--- config.mk ---
export PLATFORM = sky130hd
export DESIGN_NAME = hazardUnit
export DESIGN_NICKNAME = d
export VERILOG_FILES = /design/src/common/riscvPkg.sv /design/src/hdl/hazardUnit.sv
export SDC_FILE = /design/constraint.sdc
export NUM_CORES = 1
export LEC_CHECK = 0
export ABC_CLOCK_PERIOD_IN_PS = 1900
export BUFFER_PORTS_ARGS = -buffer_cell sky130_fd_sc_hd__buf_2
export CORE_AREA = 4 4 41 43
export DETAILED_ROUTE_END_ITERATION = 7
export DIE_AREA = 0 0 45 47
export PLACE_DENSITY = 0.79
export SYNTH_ARGS = -nofsm -noshare
export SYNTH_HDL_FRONTEND = slang
export SYNTH_SLANG_ARGS = --single-unit
--- constraint.sdc ---
create_clock -name vclk -period 1.9
set_input_delay 0.19 -clock vclk [all_inputs]
set_output_delay 0.19 -clock vclk [all_outputs]
set_load 0.02 [all_outputs]
--- src/common/riscvPkg.sv ---
package riscvPkg;

    // Major opcodes of the supported RV32I subset
    typedef enum logic [6:0] {
        opR      = 7'b0110011,
        opI      = 7'b0010011,
        opLui    = 7'b0110111,
        opLoad   = 7'b0000011,
        opStore  = 7'b0100011,
        opBranch = 7'b1100011,
        opJal    = 7'b1101111,
        opJalr   = 7'b1100111
    } opcodeT;

    typedef enum logic [2:0] {
        aluAdd = 3'b000,
        aluSub = 3'b001,
        aluAnd = 3'b010,
        aluOr  = 3'b011,
        aluSlt = 3'b101
    } aluCtrlT;

    typedef enum logic [2:0] {
        immI = 3'b000,
        immS = 3'b001,
        immB = 3'b010,
        immJ = 3'b011,
        immU = 3'b100
    } immSrcT;

    typedef enum logic [1:0] {
        resAlu     = 2'b00,
        resMem     = 2'b01,
        resPcPlus4 = 2'b10,
        resImm     = 2'b11
    } resultSrcT;

    typedef enum logic [1:0] {
        fwdNone = 2'b00,
        fwdWb   = 2'b01,
        fwdMem  = 2'b10
    } forwardT;

    localparam logic [2:0] funct3Beq    = 3'b000;
    localparam logic [2:0] funct3Bne    = 3'b001;
    localparam logic [2:0] funct3AddSub = 3'b000;
    localparam logic [2:0] funct3Slt    = 3'b010;
    localparam logic [2:0] funct3Or     = 3'b110;
    localparam logic [2:0] funct3And    = 3'b111;

    localparam logic [31:0] resetVector = 32'h0000_0000;

    // Predictor geometry
    localparam int btbEntries = 16;
    localparam int btbIdxBits = 4;
    localparam int btbTagBits = 30 - btbIdxBits; // PC bits above the index
    localparam int ghrBits    = 4;
    localparam int phtEntries = 2 ** ghrBits;

endpackage

--- src/hdl/hazardUnit.sv ---
module hazardUnit import riscvPkg::*; (
    input  logic [4:0] rs1D_i,
    input  logic [4:0] rs2D_i,
    input  logic [4:0] rs1E_i,
    input  logic [4:0] rs2E_i,
    input  logic [4:0] rdE_i,
    input  logic [4:0] rdM_i,
    input  logic [4:0] rdW_i,
    input  resultSrcT  resultSrcE_i,
    input  logic       regWriteM_i,
    input  logic       regWriteW_i,
    input  logic       mispredictE_i,
    output forwardT    forwardAE_o,
    output forwardT    forwardBE_o,
    output logic       stallF_o,
    output logic       stallD_o,
    output logic       flushD_o,
    output logic       flushE_o
);

    logic loadUse;

    // M has the younger result, so it wins over W
    always_comb begin
        forwardAE_o = fwdNone;
        if (rs1E_i != 5'd0 && rs1E_i == rdM_i && regWriteM_i) forwardAE_o = fwdMem;
        else if (rs1E_i != 5'd0 && rs1E_i == rdW_i && regWriteW_i) forwardAE_o = fwdWb;

        forwardBE_o = fwdNone;
        if (rs2E_i != 5'd0 && rs2E_i == rdM_i && regWriteM_i) forwardBE_o = fwdMem;
        else if (rs2E_i != 5'd0 && rs2E_i == rdW_i && regWriteW_i) forwardBE_o = fwdWb;
    end

    // Load in E feeding the instruction in D
    assign loadUse = (resultSrcE_i == resMem) && (rdE_i != 5'd0)
                     && (rdE_i == rs1D_i || rdE_i == rs2D_i);

    assign stallF_o = loadUse;
    assign stallD_o = loadUse;
    assign flushD_o = mispredictE_i;
    assign flushE_o = loadUse || mispredictE_i; // Bubble or squash

endmodule

==> results.py, run 1 <==
metrics = {
    "worst_setup_path": {
        "crit_path_start": "rs2E_i[1]",
        "critPathLaunchType": "input port",
        "crit_fanout": 3,
        "path_buf_inv": 2,
        "crit_type": "input port to output pin",
        "arrival_ns": 1.49,
        "cp_top_family": "simple AND/OR/NAND/NOR gates",
        "slowest_delay_ns": 0.54,
        "worstSetupPathDepth": 6,
        "required_ns": 1.71,
        "end_kind": "output pin",
        "crit_path_top_delay_cell": "or4_4",
        "cp_cell_sequence": "buf_2, or4_4, nor2_4, nor4_2, nor4_2, buf_2",
    },
    "pwr": {
        "total_power_mw": 0.149,
        "intPower_mw": 0.0757,
        "power_frac_seq_pct": 0,
        "netSwitchingFraction_pct": 49.1,
        "p_leak_nw": 0.333,
        "power.density_nw_per_um2": 210,
        "p_clk_share_pct": 0,
        "combPwrFrac_pct": 100.0,
        "ir_drop_mv": 0.0948,
        "switchingPower_mw": 0.0731,
    },
    "timing": {
        "hold_violations": 0,
        "slew_headroom_pct": 73.5,
        "post-route-period-util_pct": 88.5,
        "finalSetupViolations": 0,
        "setup_tns_ns": 0,
        "min_period_ns": 1.68,
        "slew_viol_final": 0,
        "worst_slew_pin_slew_ns": 0.394,
        "max_freq_mhz": 595,
        "rsz0062_at_grt": "no",
    },
    "route": {
        "avgViaCountPerCell": 4.79,
        "num_vias": 565,
        "wire_per_inst_um": 12.4,
        "drc": 0,
        "drtIter0Drc": 6,
        "drt-pass1-iter-count": 4,
        "postRouteAntennaNets": 0,
        "wirelength_mm": 1.47,
    },
    "layout": {
        "regArea_um2": 0,
        "clock_buffers": 0,
        "syn2layout_area_growth_pct": 52.6,
        "utilization_pct": 54.4,
        "layout-drive-gt1-share_pct": 54.4,
        "nets": 145,
        "seq_cells": 0,
        "antennaDiodeCount": 0,
    },
    "placed_design": {
        "place_hpwl_mm": 1.42,
        "place.gp.congestion": 0.799,
        "portBuffers": 48,
    },
    "grt": {
        "grt_pass1_vias": 589,
        "antenna_found_initial": 0,
        "grt_start_max_net_pins": 4,
        "gr-usage-all-layers_pct": 14.5,
        "grt_remaining_overflow": 0,
        "grt_pass1_wl_mm": 2.42,
    },
    "clocking": {
        "cts_setup_buffers": 0,
        "holdBufCountCts": 0,
        "cts_resized": 0,
    },
    "floorplan": {
        "dieArea_um2": 2120,
        "die_w_um": 45,
        "rows": 13,
        "initial_utilization_pct": 35.7,
        "io_pins": 48,
        "die_h_um": 47,
        "fp.coreArea_um2": 1300,
    },
    "min_path": {
        "worstHoldPathCells": 2,
        "hold_start": "mispredictE_i",
        "hold_class": "input port to output pin",
    },
    "logic_synthesis": {
        "syn-instance-count": 57,
        "synth_area_um2": 464,
        "syn_nets": 97,
        "synth_cell_types": 15,
        "postSynthAreaPerCell_um2": 8.14,
        "yosysWarnings": 0,
        "yosysSeqAreaShare_pct": 0,
    },
    "flow_run": {
        "maxCapViolations": 0,
    },
    "status": {
        "status": "finished clean",
    },
}
==> kinds of logic after synthesis <==
logic type                synth area share, %
AOI/OAI and AO/OA                        3.50
and+or+nand+nor                          35.0
buffers and inverters                    4.85
xor gates and xnor gates                 56.6
==> per-layer routing <==
metal	vias up	part of all wire, %	track usage (%)
li1	293	-	-
met1	256	41	19.3
met2	16	55	27.4
met3	0	4.2	0.383
met4	0	0	0
met5	-	0	0
==> metrics by stage <==
step	setup slack [ns]	hold WS, ns	std cells	area (um2)
after global routing	0.133	0.642	118	708
final	0.219	0.624	118	708
after floorplan	0.0584	0.474	57	464
after detailed placement	0.198	0.629	118	708
after CTS	0.196	0.629	118	708
after global placement	0.268	0.624	118	708
==> power groups by stage <==
stage | registers (mW) | logic (mW) | clock network [mW]
final | 0 | 0.149 | 0
after global routing | 0 | 0.166 | 0
after CTS | 0 | 0.150 | 0
after detailed placement | 0 | 0.150 | 0
after floorplan | 0 | 0.0757 | 0
after global placement | 0 | 0.146 | 0
==> layout by cell type (no fill, tap or decap) <==
cell type	Yosys	routed
buf_2	0	48
xnor2_1	16	16
xor2_1	14	14
nand4_1	4	4
nor4_2	4	4
nor2_1	3	3
or4_4	2	2
nor2_4	2	2
inv_1	2	2
nor3_1	2	2
nand2_1	2	2
a22oi_1	1	1
or4_1	1	1
nor4_1	1	1
o41ai_1	1	1
==> final cells by class <==
cell class | count | area (um2)
fill | 130 | 593
inverter | 2 | 7.51
multi-input combinational | 53 | 442
tap | 15 | 18.8
timing repair buffer | 48 | 240
==> synth_stat cells (all sizes together) <==
library cell / number / area, um2
inv: 2 / 7.51
xor2: 14 / 123
or4: 3 / 30.0
nand4: 4 / 25.0
a22oi: 1 / 7.51
nor3: 2 / 10.0
nor2: 5 / 33.8
nand2: 2 / 7.51
xnor2: 16 / 140
buf: 2 / 15.0
o41ai: 1 / 8.76
nor4: 5 / 56.3
==> path summary, 6_finish.rpt <==
path	to
worst min-delay path	flushD_o
worst max-delay path	forwardBE_o[0]
(Power assumes the default switching activity.)
==> run 2, diff against run 1 <==
--- a/config.mk
+++ b/config.mk
@@ -10,7 +10,7 @@
 export CORE_AREA = 4 4 41 43
 export DETAILED_ROUTE_END_ITERATION = 7
 export DIE_AREA = 0 0 45 47
-export PLACE_DENSITY = 0.79
+export PLACE_DENSITY = 0.8
 export SYNTH_ARGS = -nofsm -noshare
 export SYNTH_HDL_FRONTEND = slang
 export SYNTH_SLANG_ARGS = --single-unit
==> constraint.sdc (replaced) <==
create_clock -name vclk -period 1.9
set_input_delay 0.19 -clock vclk [all_inputs]
set_output_delay 0.19 -clock vclk [all_outputs]
set_load 0.05 [all_outputs]
==> run 2 against run 1 <==
Against the previous run: critical path depth stayed put; hold slack better by 0.062 ns; sequential cell count stayed put; non-clock buffer count stayed put; utilization is 3.7 points higher; worst setup slack worse by 0.12 ns; sequential share of layout area stayed put; final area is 6.9% higher; final cell count stayed put; routed wire length is 9.0% lower; die area stayed put; combinational power is 14% higher; critical path type unchanged; largest power group unchanged; highest routed layer unchanged.
==> results.py, run 2 (synthesis gave the netlist of run 1 again) <==
metrics = {
    "status": {
        "status": "finished clean",
    },
    "worst_setup_path": {
        "end_kind": "output pin",
        "crit_fanout": 3,
        "arrival_ns": 1.61,
        "critPathLaunchType": "input port",
        "crit_type": "input port to output pin",
        "required_ns": 1.71,
    },
    "timing": {
        "worst_slew_pin_slew_ns": 0.319,
        "hold_violations": 0,
        "finalSetupViolations": 0,
        "slew_viol_final": 0,
        "min_period_ns": 1.80,
        "slew_headroom_pct": 78.7,
        "rsz0062_at_grt": "no",
        "post-route-period-util_pct": 95.0,
        "max_freq_mhz": 554,
    },
    "layout": {
        "layout-drive-gt1-share_pct": 56.3,
        "multi_input_area_um2": 490,
        "final_cell_mix": "48 x buf_2, 16 x xnor2_1, 14 x xor2_1",
        "num-fill-cells": 116,
        "fin_area_um2": 757,
        "antennaDiodeCount": 0,
        "instances_no_fill": 118,
        "layout_commonest_cell": "buf_2",
        "regArea_um2": 0,
        "syn2layout_area_growth_pct": 63.1,
        "clock_buffers": 0,
        "seq_cells": 0,
        "nets": 145,
    },
    "flow_run": {
        "maxCapViolations": 0,
    },
    "min_path": {
        "holdPathEnd": "flushD_o",
        "worstHoldPathCells": 2,
        "hold_class": "input port to output pin",
        "hold_start": "mispredictE_i",
    },
    "floorplan": {
        "fp.coreArea_um2": 1300,
        "die_w_um": 45,
        "io_pins": 48,
        "rows": 13,
        "die_h_um": 47,
        "dieArea_um2": 2120,
        "initial_utilization_pct": 35.7,
    },
    "grt": {
        "grt_pass1_vias": 527,
        "grt_remaining_overflow": 0,
        "grtUsageMet2_pct": 26.8,
        "grt_start_max_net_pins": 4,
        "grt_use_met3_pct": 1.53,
        "use_met1_pct": 11.7,
        "gr-usage-all-layers_pct": 11.9,
        "antenna_found_initial": 0,
        "grt-busiest-layer": "met2",
        "grt_pass1_wl_mm": 1.97,
    },
    "route": {
        "drc": 0,
        "drtIter0Drc": 5,
        "wire_per_inst_um": 11.3,
        "num_vias": 577,
        "postRouteAntennaNets": 0,
        "avgViaCountPerCell": 4.89,
        "wirelength_mm": 1.34,
        "drt-pass1-iter-count": 2,
    },
    "pwr": {
        "power.density_nw_per_um2": 224,
        "p_leak_nw": 0.338,
        "ir_drop_mv": 0.106,
    },
    "clocking": {
        "cts_setup_buffers": 0,
        "holdBufCountCts": 0,
        "cts_resized": 0,
    },
    "placed_design": {
        "portBuffers": 48,
        "dp_cells": 118,
        "place.gp.congestion": 0.779,
        "placed_cell_area_um2": 757,
    },
}
-- run 2: cell counts in the layout (fill, tap and decap cells not counted) --
Identical to the previous run, type by type.
-- run 2: area by class of cell --
class                      instances  area share, %
inverter                           2          0.992
multi-input combinational         53           64.8
tap                               15           2.48
timing repair buffer              48           31.7
-- run 2: report_power, final --
part	internal [mW]	leakage (nW)	switching, mW	total [mW]
Combinational	0.0780	0.338	0.0916	0.170
Sequential	0	0	0	0
Clock	0	0	0	0
-- run 2: per-stage QoR --
step	power, mW	setup WS, ns	utilization (%)	setup TNS [ns]	hold WS (ns)
floorplan	0.0963	-0.259	-	-0.259	0.490
global placement	0.168	0.102	58.2	0	0.686
detailed placement	0.170	0.0741	58.2	0	0.686
CTS	0.171	0.0826	58.2	0	0.687
global route	0.183	0.0386	58.2	0	0.693
finish	0.170	0.0951	58.2	0	0.686
-- run 2: worst max path at each step --
stage | start | end | slack [ns] | cells past startpoint
final | rs1E_i[1] | forwardAE_o[0] | 0.1 | 6
after global routing | rs1E_i[1] | forwardAE_o[0] | 0.04 | 6
after CTS | rs2E_i[1] | forwardBE_o[0] | 0.08 | 6
after detailed placement | rs2E_i[1] | forwardBE_o[0] | 0.07 | 6
after global placement | rs2E_i[1] | forwardBE_o[0] | 0.10 | 6
after floorplan | rdE_i[2] | stallF_o | -0.26 | 5
-- run 2: worst max-delay path, stage by stage --
cell	delay (ns)
buf_2	0.12
or4_4	0.54
nor2_4	0.15
nor4_4	0.08
nor4_4	0.24
buf_2	0.29
-- run 2: metal layers --
layer  wire, um  share of wire, %
met2        611                46
met3        253                19
met5          0                 0
met4          0                 0
met1        471                35
==> run 3, diff against run 2 <==
--- a/config.mk
+++ b/config.mk
@@ -11,6 +11,8 @@
 export DETAILED_ROUTE_END_ITERATION = 7
 export DIE_AREA = 0 0 45 47
 export PLACE_DENSITY = 0.8
+export SETUP_SLACK_MARGIN = 0.15
 export SYNTH_ARGS = -nofsm -noshare
 export SYNTH_HDL_FRONTEND = slang
 export SYNTH_SLANG_ARGS = --single-unit
+export TNS_END_PERCENT = 30
==> run 3 against run 2 <==
Against the previous run: power up 6.1%; combinational power grew 6%; clock-buffer cell count stayed put; via count is 2.8% higher; largest cell class unchanged; utilization up 3.6 points; global-route usage up 2.6 points; final area rose by 6.1%; final cell count increased by 0.85%; routed wire length is 19% higher.
==> results.py, run 3 (synthesis gave the netlist of run 1 again) <==
metrics = {
    "timing": {
        "max_freq_mhz": 581,
        "finalSetupViolations": 0,
        "rsz0062_at_grt": "yes",
        "setup_tns_ns": 0,
        "post-route-period-util_pct": 90.6,
        "min_period_ns": 1.72,
        "slew_headroom_pct": 65.9,
        "slew_viol_final": 0,
        "hold_violations": 0,
        "worst_slew_pin_slew_ns": 0.511,
        "fin_ws_ns": 0.178,
    },
    "grt": {
        "grt_start_max_net_pins": 4,
        "grt_remaining_overflow": 0,
        "gr-usage-all-layers_pct": 14.5,
        "grt_pass1_vias": 586,
        "antenna_found_initial": 0,
        "grt_pass1_wl_mm": 2.39,
    },
    "layout": {
        "antennaDiodeCount": 0,
        "regArea_um2": 0,
        "seq_cells": 0,
        "clock_buffers": 0,
        "final_cell_mix": "45 x buf_2, 16 x xnor2_1, 14 x xor2_1",
        "layout-drive-gt1-share_pct": 56.7,
        "utilization_pct": 61.7,
        "fin_area_um2": 803,
        "nets": 146,
        "num-fill-cells": 127,
        "layout_commonest_cell": "buf_2",
        "syn2layout_area_growth_pct": 73.0,
    },
    "route": {
        "wirelength_mm": 1.59,
        "wire_per_inst_um": 13.3,
        "drc": 0,
        "num_vias": 593,
        "postRouteAntennaNets": 0,
        "drtIter0Drc": 4,
        "drt-pass1-iter-count": 2,
        "avgViaCountPerCell": 4.98,
    },
    "placed_design": {
        "placed_cell_area_um2": 777,
        "dp_slack_ns": 0.0700,
        "place.gp.congestion": 0.741,
        "portBuffers": 48,
        "place_hpwl_mm": 1.48,
    },
    "floorplan": {
        "rows": 13,
        "initial_utilization_pct": 35.7,
        "die_h_um": 47,
        "dieArea_um2": 2120,
        "io_pins": 48,
        "fp.coreArea_um2": 1300,
        "die_w_um": 45,
    },
    "worst_setup_path": {
        "end_kind": "output pin",
        "critPathLaunchType": "input port",
        "crit_fanout": 3,
        "arrival_ns": 1.53,
        "cp_cell_sequence": "buf_2, or4_4, nor2_4, nor4_4, nor4_4, buf_6",
        "crit_path_top_delay_cell": "or4_4",
        "cpMostUsedCell": "nor4_4",
        "path_buf_inv": 2,
        "crit_type": "input port to output pin",
        "crit_path_start": "rs2E_i[1]",
        "required_ns": 1.71,
        "slowest_delay_ns": 0.53,
        "cp_top_family": "simple AND/OR/NAND/NOR gates",
    },
    "clocking": {
        "holdBufCountCts": 0,
    },
    "pwr": {
        "p_leak_nw": 0.352,
        "power.density_nw_per_um2": 224,
        "total_power_mw": 0.180,
        "ir_drop_mv": 0.110,
    },
    "flow_run": {
        "maxCapViolations": 0,
    },
    "min_path": {
        "hold_class": "input port to output pin",
        "hold_start": "mispredictE_i",
    },
    "status": {
        "status": "finished clean",
    },
}
run 3: path summary, 6_finish.rpt:
check | endpoint | depth (start not counted) | slack (ns)
worst max-delay path | forwardBE_o[0] | 6 | 0.18
worst min-delay path | flushD_o | 2 | 0.68
run 3: final cells by class:
class              instances  area, um2  share of cell area (%)
inverters                  2       7.51                   0.935
multi-input cells         53        510                    63.6
well taps                 15       18.8                    2.34
repair buffers            49        267                    33.2
run 3: what timing repair did:
item	4_1_cts	5_1_grt
gates cloned	0	0
pin swaps	0	6
resized for setup	4	2
endpoints found under the setup margin	2	2
setup buffers	0	1
run 3: routing by layer:
metal | up-vias | global-route usage (%) | part of all wire, %
met3 | 0 | 0.766 | 8.8
met5 | - | 0 | 0
met1 | 272 | 14.6 | 33
met2 | 26 | 33.1 | 59
met4 | 0 | 0 | 0
li1 | 295 | - | -
run 3: per-stage QoR:
stage               hold slack [ns]  instances
floorplan                     0.452         57
global placement              0.683        118
detailed placement            0.684        118
CTS                           0.684        118
global route                  0.694        119
finish                        0.682        119
run 3: power by group:
group	switching (mW)	total (mW)	internal, mW
clock	0	0	0
combinational	0.0973	0.180	0.0827
sequential	0	0	0
