--- src/common/riscvPkg.sv ---
package riscvPkg;

    // Major opcodes of the supported RV32I subset
    typedef enum logic [6:0] {
        opR      = 7'b0110011,
        opI      = 7'b0010011,
        opLui    = 7'b0110111,
        opLoad   = 7'b0000011,
        opStore  = 7'b0100011,
        opBranch = 7'b1100011,
        opJal    = 7'b1101111,
        opJalr   = 7'b1100111
    } opcodeT;

    typedef enum logic [2:0] {
        aluAdd = 3'b000,
        aluSub = 3'b001,
        aluAnd = 3'b010,
        aluOr  = 3'b011,
        aluSlt = 3'b101
    } aluCtrlT;

    typedef enum logic [2:0] {
        immI = 3'b000,
        immS = 3'b001,
        immB = 3'b010,
        immJ = 3'b011,
        immU = 3'b100
    } immSrcT;

    typedef enum logic [1:0] {
        resAlu     = 2'b00,
        resMem     = 2'b01,
        resPcPlus4 = 2'b10,
        resImm     = 2'b11
    } resultSrcT;

    typedef enum logic [1:0] {
        fwdNone = 2'b00,
        fwdWb   = 2'b01,
        fwdMem  = 2'b10
    } forwardT;

    localparam logic [2:0] funct3Beq    = 3'b000;
    localparam logic [2:0] funct3Bne    = 3'b001;
    localparam logic [2:0] funct3AddSub = 3'b000;
    localparam logic [2:0] funct3Slt    = 3'b010;
    localparam logic [2:0] funct3Or     = 3'b110;
    localparam logic [2:0] funct3And    = 3'b111;

    localparam logic [31:0] resetVector = 32'h0000_0000;

    // Predictor geometry
    localparam int btbEntries = 16;
    localparam int btbIdxBits = 4;
    localparam int btbTagBits = 30 - btbIdxBits; // PC bits above the index
    localparam int ghrBits    = 4;
    localparam int phtEntries = 2 ** ghrBits;

endpackage

--- src/hdl/controller.sv ---
module controller import riscvPkg::*; (
    input  logic      clk,
    input  logic      reset,
    input  opcodeT    op_i,
    input  logic [2:0] funct3_i,
    input  logic      funct7b5_i,
    input  logic      flushE_i,
    output immSrcT    immSrcD_o,
    output logic      regWriteW_o,
    output logic      regWriteM_o,
    output resultSrcT resultSrcE_o,
    output resultSrcT resultSrcM_o,
    output resultSrcT resultSrcW_o,
    output logic      memWriteM_o,
    output aluCtrlT   aluCtrlE_o,
    output logic      aluSrcE_o,
    output logic      branchE_o,
    output logic      jumpE_o,
    output logic      jalrE_o
);

    logic      regWriteD, memWriteD, aluSrcD, branchD, jumpD, jalrD;
    resultSrcT resultSrcD;
    aluCtrlT   aluCtrlD;
    logic      regWriteE, memWriteE;

    // Main and ALU decode
    always_comb begin
        regWriteD  = 1'b0;
        memWriteD  = 1'b0;
        aluSrcD    = 1'b0;
        branchD    = 1'b0;
        jumpD      = 1'b0;
        jalrD      = 1'b0;
        resultSrcD = resAlu;
        immSrcD_o  = immI;
        aluCtrlD   = aluAdd;
        case (op_i)
            opR, opI: begin
                regWriteD = 1'b1;
                aluSrcD   = (op_i == opI);
                case (funct3_i)
                    funct3AddSub: aluCtrlD = (op_i == opR && funct7b5_i) ? aluSub : aluAdd;
                    funct3Slt:    aluCtrlD = aluSlt;
                    funct3Or:     aluCtrlD = aluOr;
                    funct3And:    aluCtrlD = aluAnd;
                    default:      aluCtrlD = aluAdd;
                endcase
            end
            opLui: begin
                regWriteD  = 1'b1;
                resultSrcD = resImm;
                immSrcD_o  = immU;
            end
            opLoad: begin
                regWriteD  = 1'b1;
                aluSrcD    = 1'b1;
                resultSrcD = resMem;
            end
            opStore: begin
                memWriteD = 1'b1;
                aluSrcD   = 1'b1;
                immSrcD_o = immS;
            end
            opBranch: begin
                branchD   = 1'b1;
                immSrcD_o = immB;
                aluCtrlD  = aluSub; // Compare via zero flag
            end
            opJal: begin
                regWriteD  = 1'b1;
                jumpD      = 1'b1;
                resultSrcD = resPcPlus4;
                immSrcD_o  = immJ;
            end
            opJalr: begin
                regWriteD  = 1'b1;
                jalrD      = 1'b1;
                aluSrcD    = 1'b1;
                resultSrcD = resPcPlus4;
            end
            default: ; // Bubble or unsupported opcode has no side effects
        endcase
    end

    always_ff @(posedge clk) begin
        if (reset || flushE_i) begin
            regWriteE    <= 1'b0;
            memWriteE    <= 1'b0;
            aluSrcE_o    <= 1'b0;
            branchE_o    <= 1'b0;
            jumpE_o      <= 1'b0;
            jalrE_o      <= 1'b0;
            resultSrcE_o <= resAlu;
            aluCtrlE_o   <= aluAdd;
        end else begin
            regWriteE    <= regWriteD;
            memWriteE    <= memWriteD;
            aluSrcE_o    <= aluSrcD;
            branchE_o    <= branchD;
            jumpE_o      <= jumpD;
            jalrE_o      <= jalrD;
            resultSrcE_o <= resultSrcD;
            aluCtrlE_o   <= aluCtrlD;
        end
    end

    // M and W stages
    always_ff @(posedge clk) begin
        if (reset) begin
            regWriteM_o  <= 1'b0;
            memWriteM_o  <= 1'b0;
            resultSrcM_o <= resAlu;
            regWriteW_o  <= 1'b0;
            resultSrcW_o <= resAlu;
        end else begin
            regWriteM_o  <= regWriteE;
            memWriteM_o  <= memWriteE;
            resultSrcM_o <= resultSrcE_o;
            regWriteW_o  <= regWriteM_o;
            resultSrcW_o <= resultSrcM_o;
        end
    end

endmodule

--- config.mk ---
export PLATFORM = sky130hd
export DESIGN_NAME = controller
export DESIGN_NICKNAME = d
export VERILOG_FILES = /design/src/common/riscvPkg.sv /design/src/hdl/controller.sv
export SDC_FILE = /design/constraint.sdc
export NUM_CORES = 1
export LEC_CHECK = 0
export BUFFER_PORTS_ARGS = -buffer_cell sky130_fd_sc_hd__buf_2
export CORE_MARGIN = 3
export CORE_UTILIZATION = 40
export DETAILED_ROUTE_END_ITERATION = 16
export PLACE_DENSITY = 0.68
export RECOVER_POWER = 25
export SLEW_MARGIN = 20
export SYNTH_ARGS = -nofsm -noshare
export SYNTH_HDL_FRONTEND = slang
export SYNTH_SLANG_ARGS = --single-unit
--- constraint.sdc ---
create_clock -name clk -period 1.2 [get_ports clk]
set_input_delay 0.06 -clock clk [delete_from_list [all_inputs] [get_ports clk]]
set_output_delay 0.06 -clock clk [all_outputs]
set_load 0.05 [all_outputs]
==> results of run 1 <==
==> placed cells by master, fill, tap and decap left out, types with 2 or more instances in the layout <==
cell type      Yosys  final
nand2_1            3      3
nand3_1            4      4
inv_1              2      2
nor2_1             7      7
clkbuf_4           0      3
a21boi_1           3      2
buf_2              0     32
dlygate4sd3_1      0      2
nor2b_1            7      7
dfxtp_1           18     18
==> where the power goes <==
group / switching [W] / internal [W] / leakage, nW
Sequential: 0.000000440 / 0.000598 / 0.145
Clock: 0.000156 / 0.000116 / 0.0138
Combinational: 0.0000567 / 0.0000390 / 0.275
Total: 0.000213 / 0.000754 / 0.434
==> worst min path at each step <==
stage / startpoint / to / slack (ps) / cells after the start
after CTS: op_i[4] / memWriteE / 20 / 2
after global routing: op_i[4] / memWriteE / 20 / 2
final: op_i[4] / memWriteE / 30 / 2
after floorplan: funct3_i[0] / aluCtrlE_o[2] / 130 / 1
after detailed placement: funct3_i[0] / aluCtrlE_o[2] / 250 / 2
after global placement: funct3_i[0] / aluCtrlE_o[2] / 240 / 2
==> registers in the layout, indices dropped and copies added, names as in the netlist, 2 cells and up <==
signal        cells
resultSrcM_o      2
resultSrcE_o      2
aluCtrlE_o        3
resultSrcW_o      2
==> metal layers <==
layer,routed length (µm),GRT usage (%),vias to the layer above
li1,-,-,298
met1,578,16.4,242
met2,616,19.5,24
met3,87,3.45,0
met4,0,4.97,0
met5,0,0,-
==> Yosys cell counts (2+ instances only) <==
master and count:
nor2b_1 7, a21boi_1 3, nand3_1 4, a21oi_1 2
inv_1 2, nor2_1 7, nand2_1 3, dfxtp_1 18
==> cells by family (layout without fill, tap and decap cells) <==
group	Yosys count	in the layout	synth area share (%)
and+or+nand+nor	35	35	35.0
DFF	18	18	52.8
AOI/OAI and AO/OA	9	9	9.36
buffers and inverters	3	39	2.75
==> layout make-up <==
cell class,instances,area share [%]
clock buffer,3,2.50
inverter,2,0.834
timing repair buffer,34,20.0
sequential,18,40.1
tap,16,2.23
multi-input combinational,44,34.4
==> stage by stage <==
step	hold slack (ps)	instance area, µm²	cells
floorplan	129	689	65
global placement	239	858	112
detailed placement	247	858	112
CTS	21.1	901	117
global route	17.9	900	117
finish	26.9	900	117
==> worst max-delay path, stage by stage <==
cell and delay (ps):
buf_2 140, and4bb_4 390, nand3_1 110, inv_1 60, buf_2 250
==> results.tsv, run 1 <==
stage	metric	value	unit
power_and_ir_drop	Leakage	0.434	nW
sta	slew margin rel.	82.3	%
finish	Fillers	145	
clock_network	Clock Sinks	18	
sta	sum of negative setup slack	0	ps
finish	final design utilization	57.7	%
sta	Period minus WS final	1070	ps
clock_network	clk buf depth	2	
logic_synthesis	Yosys reg bits	18	
placed_design	Final HPWL DP	1.05	mm
global_route	largest net degree at the start of global routing	12	
die	I/O Pins	33	
die	Die W	47.3	µm
finish	area grow syn2layout	31.9	%
drt	# DRC	0	
logic_synthesis	Top FF cell, synth	dfxtp_1	
drt	Avg WL per Cell	11.0	µm
worst_setup_path	crit path launch type	primary input	
drt	ANT nets after route	0	
worst_setup_path	flop-to-flop setup slack	670	ps
drt	initial drt markers	2	
sta	RSZ-0062 raised after global routing	no	
worst_setup_path	FF-to-FF Start	regWriteE	
logic_synthesis	Synth top area share	52.8	%
logic_synthesis	Warnings, synthesis	0	
clock_network	TritonCTS buffer count	3	
run	max-capacitance violation count	0	
worst_setup_path	Worst setup EP type	output port	
logic_synthesis	count of cell types in the netlist	27	
clock_network	cts hold-fix bufs	2	
logic_synthesis	register area share after synthesis	52.8	%
placed_design	worst slack, placed	127	ps
logic_synthesis	syn avg cell area	10.5	µm²
global_route	first-pass GRT wire length	1.99	mm
sta	Max Clock Freq	931	MHz
placed_design	gpl congestion	0.786	
placed_design	Port-buffer cells	32	
drt	Post-Route WL	1.28	mm
drt	DR pass1 iterations	4	
drt	Vias/cell	4.82	
clock_network	Worst-path clk slew	90	ps
clock_network	post-CTS setup buffers	0	
die	FP Rows	14	
min_path	HP Class	primary input to register	
clock_network	post_cts resized	0	
global_route	grt ovf	0	
power_and_ir_drop	maximum vdd drop	645	µV
finish	sequential cell area	360	µm²
logic_synthesis	Syn Nets	79	
worst_setup_path	Setup crit end	immSrcD_o[2]	
worst_setup_path	worst-path maximum fanout	7	
logic_synthesis	ys async rst share	0	%
worst_setup_path	Setup CP Type	primary input to output port	
power_and_ir_drop	Power Dens Cells	1070	nW/µm²
outcome	status	finished clean	
logic_synthesis	EDFF count, synth	0	
logic_synthesis	largest cells by area after synthesis	dfxtp_1 (53%), nor2b_1 (6.4%), nor2_1 (3.9%)	
sta	Final Setup Violations	0	
logic_synthesis	Mapped Area	682	µm²
power_and_ir_drop	Pwr Total	0.000967	W
drt	via count	564	
logic_synthesis	Gate Count Post-Synth	65	
sta	Final period util	89.5	%
finish	layout cells sized above 1	45.5	%
sta	Slew Limit Fails	0	
die	core area	1560	µm²
worst_setup_path	Worst Setup SP	op_i[6]	
global_route	initial antenna violation count	0	
worst_setup_path	worst path arrival time	1010	ps
worst_setup_path	FF-to-FF path depth	1	
worst_setup_path	r2r endpoint	regWriteM_o	
clock_network	Max H-tree Level	1	
die	Initial Utilization	43.7	%
logic_synthesis	Yosys top cell by area	dfxtp_1	
global_route	aggregate global-route resource usage	12.6	%
sta	Tightest Pin Transition	265	ps
die	die area	2240	µm²
sta	Final Hold Fails	0	
finish	Multi-input gate area	309	µm²
die	die extent in y	47.3	µm
sta	Setup Skew	2.44	ps
worst_setup_path	Req. time, crit path	1140	ps
global_route	vias in the first global route	478	
finish	ANT cells	0	
clock_network	clock latency at the later pin of the worst-skew pair	270	ps
finish	post-layout net count	117	
clock_network	root buffer selected by CTS	clkbuf_4	
clock_network	CTS tree	yes	
sta	setup ws final	126	ps
(Power assumes the default switching activity.)
==> run 2, diff against run 1 <==
--- a/config.mk
+++ b/config.mk
@@ -7,9 +7,10 @@
 export LEC_CHECK = 0
 export BUFFER_PORTS_ARGS = -buffer_cell sky130_fd_sc_hd__buf_2
 export CORE_MARGIN = 3
-export CORE_UTILIZATION = 40
+export CORE_UTILIZATION = 46
+export CTS_CLUSTER_SIZE = 8
 export DETAILED_ROUTE_END_ITERATION = 16
-export PLACE_DENSITY = 0.68
+export PLACE_DENSITY = 0.77
 export RECOVER_POWER = 25
 export SLEW_MARGIN = 20
 export SYNTH_ARGS = -nofsm -noshare
==> constraint.sdc (replaced) <==
create_clock -name clk -period 1.3 [get_ports clk]
set_input_delay 0.065 -clock clk [delete_from_list [all_inputs] [get_ports clk]]
set_output_delay 0.065 -clock clk [all_outputs]
set_load 0.05 [all_outputs]
==> run 2 against run 1 <==
Die area fell by 11%. Non-clock buffer count up 1. Global-route usage grew 2.6 points. Via count is 5.9% higher. Routed wire length rose by 4.0%. Total power up 0.19%. Largest cell class unchanged.
==> results.tsv, run 2 (synthesis results as in run 1) <==
stage	metric	value	unit	change
global_route	largest net degree at the start of global routing	12		unchanged
die	core area	1350	µm²	was 1560 µm²
global_route	vias in the first global route	519		was 478
placed_design	worst slack, placed	217	ps	was 127 ps
drt	DR pass1 iterations	2		was 4
clock_network	TritonCTS buffer count	3		unchanged
min_path	HP Class	primary input to register		unchanged
clock_network	CTS tree	yes		unchanged
finish	layout cells sized above 1	43.7	%	was 45.5%
min_path	WHS Endpoint	memWriteE		unchanged
power_and_ir_drop	sequential share of power	57.1	%	was 62.0%
die	FP Rows	13		was 14
sta	setup ws final	92.0	ps	was 126 ps
sta	slew margin rel.	82.9	%	was 82.3%
finish	max reg flops	3		unchanged
sta	Tightest Pin Transition	256	ps	was 265 ps
worst_setup_path	FF-to-FF path depth	1		unchanged
finish	area grow syn2layout	34.1	%	was 31.9%
die	Die W	44.5	µm	was 47.3 µm
sta	Period minus WS final	1210	ps	
power_and_ir_drop	combinational power share	9.0	%	was 9.9%
worst_setup_path	slowest stage delay, CP	550	ps	was 390 ps
drt	Avg WL per Cell	11.3	µm	was 11.0 µm
finish	post-layout net count	118		was 117
worst_setup_path	r2r endpoint	resultSrcM_o[0]		was regWriteM_o
clock_network	clk buf depth	2		unchanged
power_and_ir_drop	Switching Fraction	21.7	%	was 22.0%
finish	ANT cells	0		unchanged
power_and_ir_drop	Power Dens Cells	1060	nW/µm²	was 1070 nW/µm²
sta	Final Hold Fails	0		unchanged
global_route	aggregate global-route resource usage	15.2	%	was 12.6%
min_path	Hold Path Stages	2		unchanged
clock_network	Clock Sinks	18		unchanged
finish	Most flops, register	aluCtrlE_o		unchanged
global_route	first-pass GRT wire length	2.17	mm	was 1.99 mm
finish	Fillers	117		was 145
clock_network	post-CTS setup buffers	0		unchanged
worst_setup_path	flop-to-flop setup slack	760	ps	was 670 ps
worst_setup_path	critical-path cell list	dlygate4sd3_1, buf_2, nor3_2, dlygate4sd3_1		was buf_2, and4bb_4, nand3_1, inv_1, buf_2
sta	Final Setup Violations	0		unchanged
sta	Max Clock Freq	828	MHz	
worst_setup_path	Req. time, crit path	1540	ps	was 1140 ps
worst_setup_path	worst-path maximum fanout	3		was 7
drt	initial drt markers	8		was 2
clock_network	clock latency at the later pin of the worst-skew pair	280	ps	was 270 ps
worst_setup_path	Setup CP Type	primary input to register		was primary input to output port
finish	final instance area	915	µm²	was 900 µm²
sta	RSZ-0062 raised after global routing	no		unchanged
finish	sequential cell area	360	µm²	unchanged
worst_setup_path	Worst setup EP type	register		was output port
global_route	grt ovf	0		unchanged
worst_setup_path	Crit path top cell by count	dlygate4sd3_1		was buf_2
run	max-capacitance violation count	0		unchanged
placed_design	Port-buffer cells	32		unchanged
die	die extent in y	44.5	µm	was 47.3 µm
clock_network	Worst-path clk slew	100	ps	was 90 ps
drt	# DRC	0		unchanged
worst_setup_path	FF-to-FF Start	resultSrcE_o[0]		was regWriteE
worst_setup_path	Crit-path slowest cell	dlygate4sd3_1		was and4bb_4
worst_setup_path	crit path launch type	primary input		unchanged
die	I/O Pins	33		unchanged
die	die area	1980	µm²	was 2240 µm²
drt	Vias/cell	5.06		was 4.82
finish	Multi-input gate area	302	µm²	was 309 µm²
outcome	status	finished clean		unchanged
clock_network	root buffer selected by CTS	clkbuf_4		unchanged
power_and_ir_drop	Int Power	0.000759	W	was 0.000754 W
placed_design	Final HPWL DP	1.01	mm	was 1.05 mm
sta	sum of negative setup slack	0	ps	unchanged
sta	Final period util	92.9	%	
sta	Setup Skew	0.341	ps	was 2.44 ps
power_and_ir_drop	Leakage	0.448	nW	was 0.434 nW
die	Initial Utilization	50.5	%	was 43.7%
worst_setup_path	worst path arrival time	1440	ps	was 1010 ps
drt	ANT nets after route	0		unchanged
drt	via count	597		was 564
sta	Slew Limit Fails	0		unchanged
placed_design	Post-DP Area	850	µm²	was 858 µm²
global_route	initial antenna violation count	0		unchanged
finish	most frequent cells in the layout	buf_2 (32), dfxtp_1 (18), nor2_1 (7), nor2b_1 (7), nand3_1 (4)		unchanged
power_and_ir_drop	maximum vdd drop	578	µV	was 645 µV
power_and_ir_drop	P_sw	0.000210	W	was 0.000213 W
power_and_ir_drop	Clk pwr share	33.9	%	was 28.1%
finish	commonest non-fill, non-tap cell in the layout	buf_2		unchanged
drt	Post-Route WL	1.33	mm	was 1.28 mm
placed_design	gpl congestion	0.728		was 0.786
clock_network	Max H-tree Level	1		unchanged
min_path	Hold Crit Start	op_i[4]		unchanged
run 2: cell count changes in the layout (fill, tap and decap cells not counted), sizes merged:
cell and delta:
clkbuf +1, dlygate4sd3 +1
run 2: cell type report:
type | instances | area share (%)
clock buffer | 4 | 3.97
inverter | 2 | 0.821
multi-input combinational | 44 | 33.0
sequential | 18 | 39.4
tap | 15 | 2.05
timing repair buffer | 35 | 20.8
run 2: timing repair:
action,in CTS,in global routing
hold endpoints to repair,2,0
hold buffers,3,0
resized for setup,0,0
run 2: power groups by stage:
stage          clock, W  sequential (W)  combinational, W
2_1_floorplan         0        0.000570         0.0000385
3_3_place_gp          0        0.000566         0.0000803
3_5_place_dp          0        0.000566         0.0000817
4_1_cts        0.000337        0.000553         0.0000867
5_1_grt        0.000356        0.000553         0.0000957
6_report       0.000328        0.000553         0.0000875
run 2: critical path, delay by kind of cell:
| kind | cells | cell delay (ps) |
|---|---|---|
| buf+inv | 3 | 1240 |
| simple gates | 1 | 130 |
run 2: layer usage:
layer,track usage (%),up-vias,part of all wire (%)
met5,0,-,0
met4,10.8,0,1.3
met3,1.63,2,7.8
met2,24.9,22,49
met1,18.2,271,42
li1,-,302,-
run 2: worst max path at each step:
stage	start	endpoint	slack, ps	depth (start not counted)
3_3_place_gp	op_i[6]	immSrcD_o[2]	210	5
6_report	funct3_i[2]	aluCtrlE_o[2]	90	4
2_1_floorplan	op_i[2]	immSrcD_o[1]	9	3
4_1_cts	funct3_i[0]	aluCtrlE_o[2]	110	4
5_1_grt	funct3_i[0]	aluCtrlE_o[2]	50	4
3_5_place_dp	op_i[2]	immSrcD_o[0]	220	4
run 2: stage by stage:
| step | power (W) | hold slack [ps] | util, % | std cells |
|---|---|---|---|---|
| 4_1_cts | 0.000977 | 12.1 | 67.8 | 118 |
| 6_report | 0.000968 | 23.6 | 67.7 | 118 |
| 2_1_floorplan | 0.000609 | 134 | - | 65 |
| 3_5_place_dp | 0.000647 | 254 | 62.9 | 111 |
| 5_1_grt | 0.00100 | 32.7 | 67.7 | 118 |
| 3_3_place_gp | 0.000646 | 247 | 62.9 | 111 |
==> run 3, diff against run 2 <==
--- a/config.mk
+++ b/config.mk
@@ -7,10 +7,10 @@
 export LEC_CHECK = 0
 export BUFFER_PORTS_ARGS = -buffer_cell sky130_fd_sc_hd__buf_2
 export CORE_MARGIN = 3
-export CORE_UTILIZATION = 46
+export CORE_UTILIZATION = 43
 export CTS_CLUSTER_SIZE = 8
 export DETAILED_ROUTE_END_ITERATION = 16
-export PLACE_DENSITY = 0.77
+export PLACE_DENSITY = 0.72
 export RECOVER_POWER = 25
 export SLEW_MARGIN = 20
 export SYNTH_ARGS = -nofsm -noshare
==> constraint.sdc (replaced) <==
create_clock -name clk -period 1.29 [get_ports clk]
set_input_delay 0.0645 -clock clk [delete_from_list [all_inputs] [get_ports clk]]
set_output_delay 0.0645 -clock clk [all_outputs]
set_load 0.05 [all_outputs]
==> run 3 against run 2 <==
Sequential cell count stayed put. Sequential share of layout area is 0.054 points lower. Critical path type unchanged. Total power is 1.7% higher. Largest cell class unchanged. Highest routed layer unchanged. Sequential power is 0.7% higher.
==> results.tsv, run 3 (synthesis results as in run 1) <==
stage	metric	value	unit	change
clock_network	post-CTS setup buffers	0		unchanged
sta	Setup Skew	2.60	ps	was 0.341 ps
global_route	first-pass GRT wire length	2.13	mm	was 2.17 mm
min_path	WHS Endpoint	memWriteE		unchanged
sta	RSZ-0062 raised after global routing	no		unchanged
global_route	initial antenna violation count	0		unchanged
finish	max reg flops	3		unchanged
die	die extent in y	45.8	µm	was 44.5 µm
drt	DR pass1 iterations	4		was 2
worst_setup_path	Worst setup EP type	register		unchanged
finish	post-layout net count	118		unchanged
power_and_ir_drop	Leakage	0.447	nW	was 0.448 nW
worst_setup_path	worst-path maximum fanout	2		was 3
drt	Avg WL per Cell	12.2	µm	was 11.3 µm
sta	Final Setup Violations	0		unchanged
worst_setup_path	FF-to-FF Start	regWriteM_o		was resultSrcE_o[0]
placed_design	Final HPWL DP	1.10	mm	was 1.01 mm
die	I/O Pins	33		unchanged
clock_network	Max H-tree Level	1		unchanged
sta	Hold WS	18.8	ps	was 23.6 ps
finish	area grow syn2layout	34.3	%	was 34.1%
power_and_ir_drop	maximum vdd drop	543	µV	was 578 µV
sta	sum of negative setup slack	0	ps	unchanged
placed_design	gpl congestion	0.803		was 0.728
sta	Period minus WS final	1250	ps	
global_route	aggregate global-route resource usage	14.4	%	was 15.2%
die	Die W	45.8	µm	was 44.5 µm
finish	most frequent cells in the layout	buf_2 (32), dfxtp_1 (18), nor2_1 (7), nor2b_1 (7), nand3_1 (4)		unchanged
clock_network	Worst-path clk slew	100	ps	about the same
finish	commonest non-fill, non-tap cell in the layout	buf_2		unchanged
clock_network	CTS tree	yes		unchanged
sta	Max Clock Freq	800	MHz	
worst_setup_path	FF-to-FF path depth	1		unchanged
clock_network	Clock Sinks	18		unchanged
clock_network	TritonCTS buffer count	3		unchanged
power_and_ir_drop	Power Dens Cells	1080	nW/µm²	was 1060 nW/µm²
finish	final cell count without fillers	118		unchanged
worst_setup_path	worst path arrival time	1490	ps	was 1440 ps
drt	via count	567		was 597
finish	layout cells sized above 1	44.7	%	was 43.7%
sta	Final period util	96.9	%	
drt	# DRC	0		unchanged
drt	ANT nets after route	0		unchanged
power_and_ir_drop	combinational power share	9.0	%	about the same
worst_setup_path	Worst Setup SP	funct3_i[0]		was funct3_i[2]
worst_setup_path	flop-to-flop setup slack	750	ps	was 760 ps
run	max-capacitance violation count	0		unchanged
clock_network	clock latency at the later pin of the worst-skew pair	290	ps	was 280 ps
min_path	Hold Crit Start	op_i[4]		unchanged
drt	Vias/cell	4.81		was 5.06
die	Initial Utilization	48.7	%	was 50.5%
sta	Tightest Pin Transition	268	ps	was 256 ps
global_route	grt ovf	0		unchanged
worst_setup_path	crit path launch type	primary input		unchanged
power_and_ir_drop	P_sw	0.000220	W	was 0.000210 W
clock_network	root buffer selected by CTS	clkbuf_4		unchanged
power_and_ir_drop	Switching Fraction	22.4	%	was 21.7%
drt	initial drt markers	9		was 8
clock_network	clk buf depth	2		unchanged
finish	Most flops, register	aluCtrlE_o		unchanged
die	die area	2100	µm²	was 1980 µm²
min_path	HP Class	primary input to register		unchanged
finish	ANT cells	0		unchanged
die	core area	1400	µm²	was 1350 µm²
power_and_ir_drop	Clk pwr share	34.4	%	was 33.9%
power_and_ir_drop	sequential share of power	56.6	%	was 57.1%
sta	Final Hold Fails	0		unchanged
sta	Slew Limit Fails	0		unchanged
placed_design	Port-buffer cells	32		unchanged
global_route	vias in the first global route	487		was 519
worst_setup_path	r2r endpoint	regWriteW_o		was resultSrcM_o[0]
sta	slew margin rel.	82.1	%	was 82.9%
min_path	Hold Path Stages	2		unchanged
placed_design	cell count after placement	111		unchanged
worst_setup_path	Req. time, crit path	1530	ps	was 1540 ps
global_route	largest net degree at the start of global routing	12		unchanged
die	FP Rows	13		unchanged
drt	Post-Route WL	1.44	mm	was 1.33 mm
outcome	status	finished clean		unchanged
worst_setup_path	Setup CP Type	primary input to register		unchanged
power_and_ir_drop	Int Power	0.000765	W	was 0.000759 W
## run 3: cell count changes in the layout (fill, tap and decap cells not counted)
cell / previous run / this run
a21boi_1: 3 / 2
a21boi_0: 0 / 1
and4b_2: 0 / 1
and4b_1: 1 / 0
## run 3: worst max path at each step
stage | cells after the start | endpoint
after CTS | 4 | aluCtrlE_o[2]
after global placement | 5 | immSrcD_o[2]
final | 4 | aluCtrlE_o[2]
after global routing | 4 | aluCtrlE_o[2]
after floorplan | 3 | immSrcD_o[1]
after detailed placement | 4 | immSrcD_o[0]
## run 3: power by group through the flow
stage / Clock, W / Combinational, W / Sequential, W
after global placement: 0 / 0.0000817 / 0.000570
after global routing: 0.000373 / 0.0000957 / 0.000558
after CTS: 0.000352 / 0.0000887 / 0.000557
after floorplan: 0 / 0.0000388 / 0.000575
final: 0.000339 / 0.0000889 / 0.000557
after detailed placement: 0 / 0.0000834 / 0.000570
## run 3: area by class of cell
class                           count  area [µm²]
Inverter                            2        7.51
Timing Repair Buffer               35         190
Multi-Input combinational cell     44         303
Fill cell                         119         483
Sequential cell                    18         360
Tap cell                           15        18.8
Clock buffer                        4        36.3
## run 3: what timing repair did
item,4_1_cts,5_1_grt
hold endpoints to repair,2,0
gates resized for setup,0,0
hold buffers,3,0
## run 3: worst max-delay path, stage by stage
cell and delay [ps]:
dlygate4sd3_1 530, buf_2 130, nor3_2 180, dlygate4sd3_1 580
## run 3: through the flow
| step | power (W) | setup WS, ps | cell area, µm² | util [%] |
|---|---|---|---|---|
| 2_1_floorplan | 0.000614 | 0.395 | 682 | - |
| 3_3_place_gp | 0.000652 | 203 | 850 | 60.7 |
| 3_5_place_dp | 0.000654 | 196 | 850 | 60.7 |
| 4_1_cts | 0.000998 | 102 | 916 | 65.5 |
| 5_1_grt | 0.00103 | 27.5 | 916 | 65.5 |
| 6_report | 0.000985 | 39.8 | 916 | 65.5 |
## run 3: per-layer routing
layer / share of wire [%] / vias up / wire, µm / track usage [%]
met3: 8.3 / 2 / 120 / 3.56
met1: 39 / 240 / 568 / 17.7
met4: 1.4 / 0 / 20 / 9.09
met2: 51 / 26 / 731 / 22.3
li1: - / 299 / - / -
met5: 0 / - / 0 / 0
